==> src/design/score_pkg.sv <==
package score_pkg;

    // ########################################
    // sizes
    // ########################################

    localparam int SCORE_W     = 16;  // binary score width.
    localparam int DIGIT_COUNT = 5;   // decimal digits shown, ten-thousands first.
    localparam int ROW_COUNT   = 10;  // glyph height in pixel rows.
    localparam int ROW_W       = 192; // one full bitmap row.
    localparam int GLYPH_W     = 30;  // stored width of a glyph row.
    localparam int CELL_W      = 28;  // only the low bits of a glyph row are drawn.

    // ########################################
    // digit windows
    // ########################################

    // digit n occupies bits FIRST_MSB - n*DIGIT_PITCH downward, CELL_W bits wide.
    localparam int DIGIT_PITCH = 36;
    localparam int FIRST_MSB   = 183;

    // ########################################
    // types
    // ########################################

    typedef logic [SCORE_W-1:0] score_t;
    typedef logic [3:0]         digit_t;     // bcd code, 0 to 9 when valid.
    typedef logic [GLYPH_W-1:0] glyph_row_t;
    typedef logic [ROW_W-1:0]   bitmap_row_t;

endpackage
==> src/design/score_display.sv <==
module score_display import score_pkg::*; (
    input  logic        clk,
    input  logic        rst_n,
    input  score_t      score,
    output bitmap_row_t rows [ROW_COUNT]
);

    digit_t digits [DIGIT_COUNT]; // ten-thousands at index 0.

    // two register stages, so rows follow score by two clocks.
    score_bcd u_bcd (
        .clk    (clk),
        .rst_n  (rst_n),
        .score  (score),
        .digits (digits)
    );

    score_bitmap u_bitmap (
        .clk    (clk),
        .rst_n  (rst_n),
        .digits (digits),
        .rows   (rows)
    );

endmodule

==> src/design/score_bitmap.sv <==
module score_bitmap import score_pkg::*; (
    input  logic        clk,
    input  logic        rst_n,
    input  digit_t      digits [DIGIT_COUNT],
    output bitmap_row_t rows [ROW_COUNT]
);

    glyph_row_t  glyphs [DIGIT_COUNT][ROW_COUNT];
    bitmap_row_t next_rows [ROW_COUNT];

    // ########################################
    // one glyph lookup per digit position
    // ########################################

    for (genvar g = 0; g < DIGIT_COUNT; g++) begin : g_font
        digit_font u_font (
            .digit (digits[g]),
            .glyph (glyphs[g])
        );
    end

    // ########################################
    // placement into the row windows
    // ########################################

    always_comb begin
        for (int r = 0; r < ROW_COUNT; r++) begin
            next_rows[r] = '0; // gaps between windows and both margins stay dark.
            for (int d = 0; d < DIGIT_COUNT; d++) begin
                next_rows[r][FIRST_MSB - d*DIGIT_PITCH -: CELL_W] = glyphs[d][r][CELL_W-1:0];
            end
        end
    end

    always_ff @(posedge clk) begin
        if (!rst_n) begin
            for (int r = 0; r < ROW_COUNT; r++) begin
                rows[r] <= '0;
            end
        end else begin
            rows <= next_rows;
        end
    end

endmodule

==> src/design/score_bcd.sv <==
module score_bcd import score_pkg::*; (
    input  logic   clk,
    input  logic   rst_n,
    input  score_t score,
    output digit_t digits [DIGIT_COUNT]
);

    logic [DIGIT_COUNT*4-1:0] bcd; // packed nibbles, units in the low nibble.

    // ########################################
    // shift-and-add-3, fully unrolled
    // ########################################

    always_comb begin
        bcd = '0;
        for (int i = SCORE_W - 1; i >= 0; i--) begin
            for (int d = 0; d < DIGIT_COUNT; d++) begin
                if (bcd[d*4 +: 4] > 4'd4) begin
                    bcd[d*4 +: 4] = bcd[d*4 +: 4] + 4'd3; // corrects before the doubling.
                end
            end
            bcd = {bcd[DIGIT_COUNT*4-2:0], score[i]};
        end
    end

    // the top nibble never overflows since 65535 fits in five digits.

    always_ff @(posedge clk) begin
        if (!rst_n) begin
            for (int d = 0; d < DIGIT_COUNT; d++) begin
                digits[d] <= '0;
            end
        end else begin
            for (int d = 0; d < DIGIT_COUNT; d++) begin
                digits[d] <= bcd[(DIGIT_COUNT-1-d)*4 +: 4]; // index 0 gets the top nibble.
            end
        end
    end

endmodule

==> src/design/digit_font.sv <==
module digit_font import score_pkg::*; (
    input  digit_t     digit,
    output glyph_row_t glyph [ROW_COUNT]
);

    // rows 0 and 9 stay blank for every digit.
    always_comb begin
        for (int r = 0; r < ROW_COUNT; r++) begin
            glyph[r] = '0;
        end
        case (digit)
            4'd0: begin
                glyph[1] = 30'b000000000111111111111000000000;
                glyph[2] = 30'b000000111000000000000111000000;
                glyph[3] = 30'b000111111000000000000111111000;
                glyph[4] = 30'b000111111000000000000111111000;
                glyph[5] = 30'b000111111000000000000111111000;
                glyph[6] = 30'b000111111000000000000111111000;
                glyph[7] = 30'b000000111000000000000111000000;
                glyph[8] = 30'b000000000111111111111000000000;
            end
            4'd1: begin
                glyph[1] = 30'b000000000111111111000000000000;
                glyph[2] = 30'b000000111111111111000000000000;
                glyph[3] = 30'b000111111000111111000000000000;
                glyph[4] = 30'b000000000000111111000000000000;
                glyph[5] = 30'b000000000000111111000000000000;
                glyph[6] = 30'b000000000000111111000000000000;
                glyph[7] = 30'b000000000000111111000000000000;
                glyph[8] = 30'b000111111111111111111111111000;
            end
            4'd2: begin
                glyph[1] = 30'b000000000111111111111000000000;
                glyph[2] = 30'b000000111111000000111111000000;
                glyph[3] = 30'b000000111000000000111111000000;
                glyph[4] = 30'b000000000000000111111000000000;
                glyph[5] = 30'b000000000000111111000000000000;
                glyph[6] = 30'b000000000111111000000000000000;
                glyph[7] = 30'b000000111111000000000111000000;
                glyph[8] = 30'b000000111111111111111111000000;
            end
            4'd3: begin
                glyph[1] = 30'b000000111111111111111000000000;
                glyph[2] = 30'b000000111000000000111111000000;
                glyph[3] = 30'b000000000000000000111111000000;
                glyph[4] = 30'b000000000000000000111000000000;
                glyph[5] = 30'b000000000111111111111111000000;
                glyph[6] = 30'b000000000000000000111111000000;
                glyph[7] = 30'b000000111000000000111111000000;
                glyph[8] = 30'b000000000111111111111000000000;
            end
            4'd4: begin
                glyph[1] = 30'b000000000000000000111000000000;
                glyph[2] = 30'b000000000000000111111000000000;
                glyph[3] = 30'b000000000000111000111000000000;
                glyph[4] = 30'b000000000111000000111000000000;
                glyph[5] = 30'b000000111000000000111000000000;
                glyph[6] = 30'b000000111111111111111111111000;
                glyph[7] = 30'b000000000000000000111000000000;
                glyph[8] = 30'b000000000000000000111000000000;
            end
            4'd5: begin
                glyph[1] = 30'b000000111111111111111111000000;
                glyph[2] = 30'b000000111000000000000111000000;
                glyph[3] = 30'b000000111000000000000000000000;
                glyph[4] = 30'b000000111111111111111111000000;
                glyph[5] = 30'b000000111111111111111111000000;
                glyph[6] = 30'b000000000000000000000111000000;
                glyph[7] = 30'b000000111000000000000111000000;
                glyph[8] = 30'b000000111111111111111111000000;
            end
            4'd6: begin
                glyph[1] = 30'b000000111111111111111111000000;
                glyph[2] = 30'b000000111000000000000111000000;
                glyph[3] = 30'b000000111000000000000000000000;
                glyph[4] = 30'b000000111000000000000000000000;
                glyph[5] = 30'b000000111111111111111111000000;
                glyph[6] = 30'b000000111000000000000111000000;
                glyph[7] = 30'b000000111000000000000111000000;
                glyph[8] = 30'b000000111111111111111111000000;
            end
            4'd7: begin
                glyph[1] = 30'b000000111111111111111111000000;
                glyph[2] = 30'b000000111000000000000111000000;
                glyph[3] = 30'b000000111000000000000111000000;
                glyph[4] = 30'b000000000000000000000111000000;
                glyph[5] = 30'b000000000000000000000111000000;
                glyph[6] = 30'b000000000000000000000111000000;
                glyph[7] = 30'b000000000000000000000111000000;
                glyph[8] = 30'b000000000000000000000111000000;
            end
            4'd8: begin
                glyph[1] = 30'b000000000111111111111000000000;
                glyph[2] = 30'b000000111000000000000111000000;
                glyph[3] = 30'b000000111000000000000111000000;
                glyph[4] = 30'b000000000111111111111000000000;
                glyph[5] = 30'b000000111000000000000111000000;
                glyph[6] = 30'b000000111000000000000111000000;
                glyph[7] = 30'b000000111000000000000111000000;
                glyph[8] = 30'b000000000111111111111000000000;
            end
            4'd9: begin
                glyph[1] = 30'b000000111111111111111111000000;
                glyph[2] = 30'b000000111000000000000111000000;
                glyph[3] = 30'b000000111000000000000111000000;
                glyph[4] = 30'b000000111111111111111111000000;
                glyph[5] = 30'b000000000000000000000111000000;
                glyph[6] = 30'b000000000000000000000111000000;
                glyph[7] = 30'b000000111000000000000111000000;
                glyph[8] = 30'b000000111111111111111111000000;
            end
            default: ; // non-decimal codes draw nothing.
        endcase
    end

endmodule

==> config.mk <==
export PLATFORM = sky130hd
export DESIGN_NAME = score_display
export DESIGN_NICKNAME = d
export VERILOG_FILES = /design/src/design/score_pkg.sv /design/src/design/score_display.sv /design/src/design/score_bitmap.sv /design/src/design/score_bcd.sv /design/src/design/digit_font.sv
export SDC_FILE = /design/constraint.sdc
export NUM_CORES = 1
export LEC_CHECK = 0
export ABC_AREA = 0
export BUFFER_PORTS_ARGS = -buffer_cell sky130_fd_sc_hd__buf_2
export CAP_MARGIN = 20
export CORE_AREA = 2 2 762 764
export CTS_CLUSTER_DIAMETER = 60
export CTS_CLUSTER_SIZE = 28
export DETAILED_ROUTE_END_ITERATION = 8
export DIE_AREA = 0 0 764 766
export HOLD_SLACK_MARGIN = 0.06
export PLACE_DENSITY = 0.3
export SYNTH_ARGS = -nofsm -noshare
export SYNTH_HDL_FRONTEND = slang
export SYNTH_SLANG_ARGS = --single-unit
export TNS_END_PERCENT = 10
==> constraint.sdc <==
create_clock -name clk -period 13.5 [get_ports clk]
set_clock_uncertainty 0.2 [all_clocks]
set_input_delay 2.7 -clock clk [delete_from_list [all_inputs] [get_ports clk]]
set_output_delay 2.7 -clock clk [all_outputs]
set_load 0.02 [all_outputs]
### Word-level counts from Yosys, hierarchy flattened

Cells that the tools add are included.

* add/sub/neg operators: 35
* $lt $le $gt $ge: 35
* eq/ne operators: 45
* muxes and demuxes: 40
* reductions and logical operators: 5

Operators by type and width (count)
* 234-bit one-hot mux with 10 select lines: 5
* 4-bit 2-to-1 mux: 34
* 4-bit by 2-bit adder with 4-bit output (second input constant): 30
* 4-bit by 3-bit > comparator with 1-bit output (second input constant): 30
* 4-bit by 3-bit == test with 1-bit output (second input constant): 20
* 4-bit by 2-bit == test with 1-bit output (second input constant): 10
* 4-bit == test (second input constant): 10
* 4-bit by 1-bit == test with 1-bit output (second input constant): 5
* 4-bit logical NOT: 5
* 3-bit by 2-bit adder with 4-bit output (second input constant): 4
* 3-bit > comparator (second input constant): 5
* 3-bit by 2-bit adder with 3-bit output (second input constant): 1
* 3-bit 2-to-1 mux: 1

* bits in registers: 1556
* input bits: 18
* output and inout port bits: 1920
* logic and storage cells: 181

### Logic depth before layout (Yosys ltp)

* word-level depth: 26
* mapped depth: 49
* gate-level depth less buffers: 44

### Cells and area by module

A second synthesis with hierarchy kept.

* cells, all modules: 6000
* area, all modules: 59633.4 sq um

By module, submodules not included
* score_bitmap: instances 1, cells each 3476, area an instance 41446.0 sq um, seq. area each 28026.9 sq um
* digit_font: instances 5, cells each 351, area an instance 2504.9 sq um, seq. area each 0.0 sq um
* score_bcd: instances 1, cells each 769, area an instance 5662.9 sq um, seq. area each 400.4 sq um

### Worst setup path before layout

No wires, ideal clock.

* kind: input port to flip-flop
* start point: input score[13]
* end point: register u_bcd.digits[10] in the netlist's numbering
* setup time: 0.065 ns
* data arrival time: 11.719 ns
* data required time: 13.235 ns
* setup slack: 1.516 ns
* cell stages on the path: 46
* path buffers: 6
* cell sequence: buf_4 -> inv_1 -> ha_1 -> inv_1 -> ha_1 -> buf_2 -> nor2b_1 -> o2111a_1 -> o31a_1 -> o31ai_2 -> nand3_2 -> o2111a_1 -> o31ai_4 -> and2_4 -> buf_6 -> nor2_1 -> o21a_1 -> a21oi_1 -> (+10 left out) -> clkbuf_1 -> maj3_2 -> o221ai_2 -> xor2_2 -> ha_1 -> nor2_1 -> mux2i_2 -> ha_1 -> clkbuf_1 -> nand3_1 -> a22o_1 -> a211o_1 -> a22oi_1 -> xnor2_1 -> ha_1 -> o21ai_1 -> mux2_1 -> nor2_1

* longest elaborated chain between the ends: 26
* elaborated cells on any way between the ends: 81
* those cells by class: add/sub: 27; order compare: 27; mux: 27

Ends and longest elaborated chain
* start: declaration: RTL line score_display.sv:4 `input score_t score,`
* 3-bit by 2-bit adder with 4-bit output / 3-bit > comparator (equally long branches): RTL line score_bcd.sv:19, score_bcd.sv:18
* 4-bit 2-to-1 mux *: RTL line score_bcd.sv:18 `if (bcd[d*4 +: 4] > 4'd4) begin`
* 4-bit by 2-bit adder with 4-bit output / 4-bit by 3-bit > comparator with 1-bit output (equally long branches): RTL line score_bcd.sv:19, score_bcd.sv:18
* 4-bit 2-to-1 mux: RTL line score_bcd.sv:18
* 4-bit by 2-bit adder with 4-bit output / 4-bit by 3-bit > comparator with 1-bit output (equally long branches): RTL line score_bcd.sv:19, score_bcd.sv:18
* 4-bit 2-to-1 mux: RTL line score_bcd.sv:18
* 4-bit by 3-bit > comparator with 1-bit output, or another cell as far along: RTL line score_bcd.sv:18
* 4-bit 2-to-1 mux: RTL line score_bcd.sv:18
* (+10 left out)
* 4-bit by 2-bit adder with 4-bit output / 4-bit by 3-bit > comparator with 1-bit output (equally long branches): RTL line score_bcd.sv:19, score_bcd.sv:18
* 4-bit 2-to-1 mux: RTL line score_bcd.sv:18
* 4-bit by 2-bit adder with 4-bit output / 4-bit by 3-bit > comparator with 1-bit output (equally long branches): RTL line score_bcd.sv:19, score_bcd.sv:18
* 4-bit 2-to-1 mux: RTL line score_bcd.sv:18
* 4-bit by 2-bit adder with 4-bit output / 4-bit by 3-bit > comparator with 1-bit output (equally long branches): RTL line score_bcd.sv:19, score_bcd.sv:18
* 4-bit 2-to-1 mux: RTL line score_bcd.sv:18
* 4-bit by 2-bit adder with 4-bit output / 4-bit by 3-bit > comparator with 1-bit output (equally long branches): RTL line score_bcd.sv:19, score_bcd.sv:18
* 4-bit 2-to-1 mux *: RTL line score_bcd.sv:18
* end signal: indexed assignment: RTL line score_bcd.sv:35 `digits[d] <= bcd[(DIGIT_COUNT-1-d)*4 +: 4];`
* end: declaration: RTL line score_bcd.sv:5 `output digit_t digits [DIGIT_COUNT]`

Every way passes the cells marked *; elsewhere a longest branch is shown, timed or not.
A chain may end at the register's enable or synchronous reset.

### Final worst setup path

* start point: input score[13]
* end point: register u_bcd.digits[2] in the netlist's numbering

* longest elaborated chain between the ends: 26
* elaborated cells on any way between the ends: 39
* those cells by class: add/sub: 13; order compare: 13; mux: 13

Ends and longest elaborated chain (RTL line)
* 3-bit by 2-bit adder with 4-bit output / 3-bit > comparator (equally long branches): score_bcd.sv:19, score_bcd.sv:18
* 4-bit 2-to-1 mux *: score_bcd.sv:18
* 4-bit by 2-bit adder with 4-bit output / 4-bit by 3-bit > comparator with 1-bit output (equally long branches): score_bcd.sv:19, score_bcd.sv:18
* 4-bit 2-to-1 mux *: score_bcd.sv:18
* 4-bit by 2-bit adder with 4-bit output / 4-bit by 3-bit > comparator with 1-bit output (equally long branches): score_bcd.sv:19, score_bcd.sv:18
* 4-bit 2-to-1 mux *: score_bcd.sv:18
* 4-bit by 3-bit > comparator with 1-bit output / 4-bit by 2-bit adder with 4-bit output (equally long branches): score_bcd.sv:18, score_bcd.sv:19
* 4-bit 2-to-1 mux *: score_bcd.sv:18
* (+10 left out)
* 4-bit by 3-bit > comparator with 1-bit output / 4-bit by 2-bit adder with 4-bit output (equally long branches): score_bcd.sv:18, score_bcd.sv:19
* 4-bit 2-to-1 mux *: score_bcd.sv:18
* 4-bit by 2-bit adder with 4-bit output / 4-bit by 3-bit > comparator with 1-bit output (equally long branches): score_bcd.sv:19, score_bcd.sv:18
* 4-bit 2-to-1 mux *: score_bcd.sv:18
* 4-bit by 3-bit > comparator with 1-bit output / 4-bit by 2-bit adder with 4-bit output (equally long branches): score_bcd.sv:18, score_bcd.sv:19
* 4-bit 2-to-1 mux *: score_bcd.sv:18
* 4-bit by 2-bit adder with 4-bit output / 4-bit by 3-bit > comparator with 1-bit output (equally long branches): score_bcd.sv:19, score_bcd.sv:18
* 4-bit 2-to-1 mux *: score_bcd.sv:18

Marks and branches as above.

==> results.cfg <==
[critical_path]
slowest_delay_ns = 0.65
path_max_fanout = 13
crit_path_start_kind = input port
cp_common_cell = sky130_fd_sc_hd__ha_1
worst_setup_path_end_kind = flip-flop
worst-r2r-setup-slack_ns = 10.68
r2r-end = u_bitmap.rows[995]
worst-r2r-cell-count = 7
cp_data_arrival_time_ns = 12.77
r2r_startpoint = u_bcd.digits[3]
crit_slowest_cell = sky130_fd_sc_hd__nor4_1
path_class = in -> reg
critical_path_required_ns = 13.84

[timing]
rsz_0062_raised_after_global_routing = no
finalMaxSlewViolations = 0
tightestPinTransition_ns = 1.115
max_freq_mhz = 80.43
setup-violations-final = 0
final.period_utilization_pct = 92.09
final_hold_violations = 0
finalCriticalPeriod_ns = 12.43
setup_tns_ns = 0
maxSlewHeadroom_pct = 25.55

[pwr]
p_switching_mw = 4.462
power-per-cell-area_nw_per_um2 = 240.2
seqPwrFrac_pct = 16.2
internal_power_mw = 3.044
p_sw_share_pct = 59.44
clock_power_share_pct = 9.6
power.ir.vdd_worst_v = 0.0001693
power.static_leakage_nw = 13.18
share_comb_of_total_power_pct = 74.3

[run]
drv.max_cap_violation_count = 0

[clock_network]
clock_sinks = 200
cts.repair_timing.setup_buffer_count = 0
cts-hold-fix-buffers = 0
cts_resized = 0
worstSkewPairLatency_ns = 0.61
clk_pin_slew_ns = 0.08
tritoncts.num_buffers = 21
root_buffer = sky130_fd_sc_hd__clkbuf_16
cts.path.max_buffers = 3
cts-htree-levels = 4
tritoncts = yes

[floorplanning]
initial_utilization_pct = 4.434
core-area_um2 = 576300
die_x_um = 764
chipHeight_um = 766
total_die_area_um2 = 585200
io_pins = 1938
floorplan.rows = 279

[finish]
fillCellCount = 68400
area_delta_synth_final_pct = 22.29
multiInputGateArea_um2 = 11890
design.final.nets = 3554
drive_above_1_share_pct = 30.09
sequential_cell_area_um2 = 4005
instances_no_fill = 11250

[grt]
total_track_usage_pct = 3.681
number_of_global_route_vias_before_repair = 14580
grt_pass1_wl_mm = 144.6
grt.overflow.total = 0
antenna_found_initial = 38
grt_max_degree = 54

[placement]
numPlacedInstances = 11200
gpl.final_weighted_congestion = 0.7061
portBuffers = 872
place_hpwl_mm = 99.44

[synthesis]
yosys_warnings = 0
dominantRegCellSynth = sky130_fd_sc_hd__dfxtp_1
post_synth_inst_count = 3330
synth.ff_latch_count = 200
synth_top_cells_by_area = sky130_fd_sc_hd__buf_4 51%, sky130_fd_sc_hd__dfxtp_1 16%, sky130_fd_sc_hd__nor2_1 3.7%, sky130_fd_sc_hd__a21oi_1 2.7%, sky130_fd_sc_hd__nand2_1 1.9%
synth_edf_count = 0
synth.distinct_cells = 119
synth_area_um2 = 25560
synth_top_area_share_pct = 51.17
sequential_area_share_after_synthesis_pct = 15.67
synthesis.area_per_instance_um2 = 7.674
synth_top_cells_by_count = 1742 x sky130_fd_sc_hd__buf_4, 253 x sky130_fd_sc_hd__nor2_1, 200 x sky130_fd_sc_hd__dfxtp_1
synth_async_sr_flop_share_pct = 0
yosysTopAreaCell = sky130_fd_sc_hd__buf_4
leading_cell_type_by_number_of_instances_after_synthesis = sky130_fd_sc_hd__buf_4

[route]
detail_route.wl_per_cell_um = 10.36
finalWirelength_mm = 116.5
route.vias.total = 18320
detail_route.drc_violations = 0
detail-route-antenna-nets = 0
drt_pass1_iterations = 5
avgViaCountPerCell = 1.628
first_iter_violations = 1006

[min_path]
min_path_type = reg -> reg
min_to = u_bitmap.rows[701]
min-delay-start = u_bcd.digits[12]
timing.hold.worst_path_depth = 2

[run_status]
status = finished clean
## worst max path at each step
stage | start | to | slack [ns] | cells after the start
floorplan | score[13] | u_bcd.digits[10] | 1.52 | 46
global placement | score[13] | u_bcd.digits[10] | 0.43 | 44
detailed placement | score[13] | u_bcd.digits[10] | 0.51 | 45
CTS | score[13] | u_bcd.digits[10] | 1.22 | 45
global route | score[13] | u_bcd.digits[10] | 0.10 | 44
finish | score[13] | u_bcd.digits[2] | 1.07 | 43
## stage by stage
| step | hold slack, ns | util (%) | setup slack (ns) | total power, mW | instance area (um^2) |
|---|---|---|---|---|---|
| 3_5_place_dp | 0.4900 | 5.290 | 0.5108 | 6.937 | 30490 |
| 5_1_grt | 0.5524 | 5.416 | 0.1037 | 8.247 | 31210 |
| 6_report | 0.5096 | 5.422 | 1.067 | 7.506 | 31250 |
| 4_1_cts | 0.5190 | 5.407 | 1.225 | 7.777 | 31160 |
| 2_1_floorplan | 0.3414 | - | 1.516 | 5.895 | 29550 |
| 3_3_place_gp | 0.4989 | 5.286 | 0.4311 | 7.029 | 30470 |
## worst max-delay path, delay by kind of cell
family / cells / cell delay (ns)
simple gates: 13 / 3.34
compound gates: 11 / 2.40
fa+ha+maj: 7 / 2.01
xor+xnor: 3 / 0.79
buf+inv: 7 / 0.78
mux: 2 / 0.72
## registers in the layout (all words and copies together) (netlist names)
signal         count
u_bcd.digits      20
u_bitmap.rows    180
## power by group through the flow
stage          combinational (mW)  sequential [mW]  clock [mW]
2_1_floorplan                4.74             1.16           0
3_3_place_gp                 5.74             1.29           0
3_5_place_dp                 5.65             1.29           0
4_1_cts                      5.68             1.28       0.823
5_1_grt                      6.16             1.28       0.811
6_report                     5.57             1.21       0.718
## layout by cell type, fill, tap and decap left out, drive strengths merged, types with 23 or more instances in the layout
cell type / synthesis / routed
conb: 1 / 1065
buf: 1771 / 920
nor2: 256 / 256
dfxtp: 200 / 200
a21oi: 145 / 145
nand2: 133 / 133
o21ai: 72 / 72
nor3: 54 / 54
inv: 47 / 53
nand2b: 37 / 37
ha: 37 / 37
nand3: 36 / 36
and2: 28 / 28
xnor2: 28 / 28
mux2i: 26 / 26
a211oi: 25 / 25
or2: 23 / 23
## logic make-up after synthesis
family          synth area share (%)
compound gates                 12.98
xor+xnor                       1.880
fa+ha+maj                      1.856
buf+inv                        53.51
flops                          15.67
mux                            1.890
other cells                  0.01467
simple gates                   12.20
## per-layer routing
metal	share of wire (%)	track usage (%)	up-vias
li1	-	-	8502
met1	44	4.693	8428
met2	48	6.402	1290
met3	5.3	0.3680	97
met4	2.8	1.300	2
met5	0.0086	0	-
## final cells by class
class	count	area share, %
sequential	200	12.82
inverter	52	0.6406
antenna	16	0.1281
clock inverter	11	0.4364
clock buffer	22	1.726
timing repair buffer	920	15.29
multi-input combinational	2304	38.03
tap	7727	30.94
Note: power is estimated with default switching activity, not from simulation.
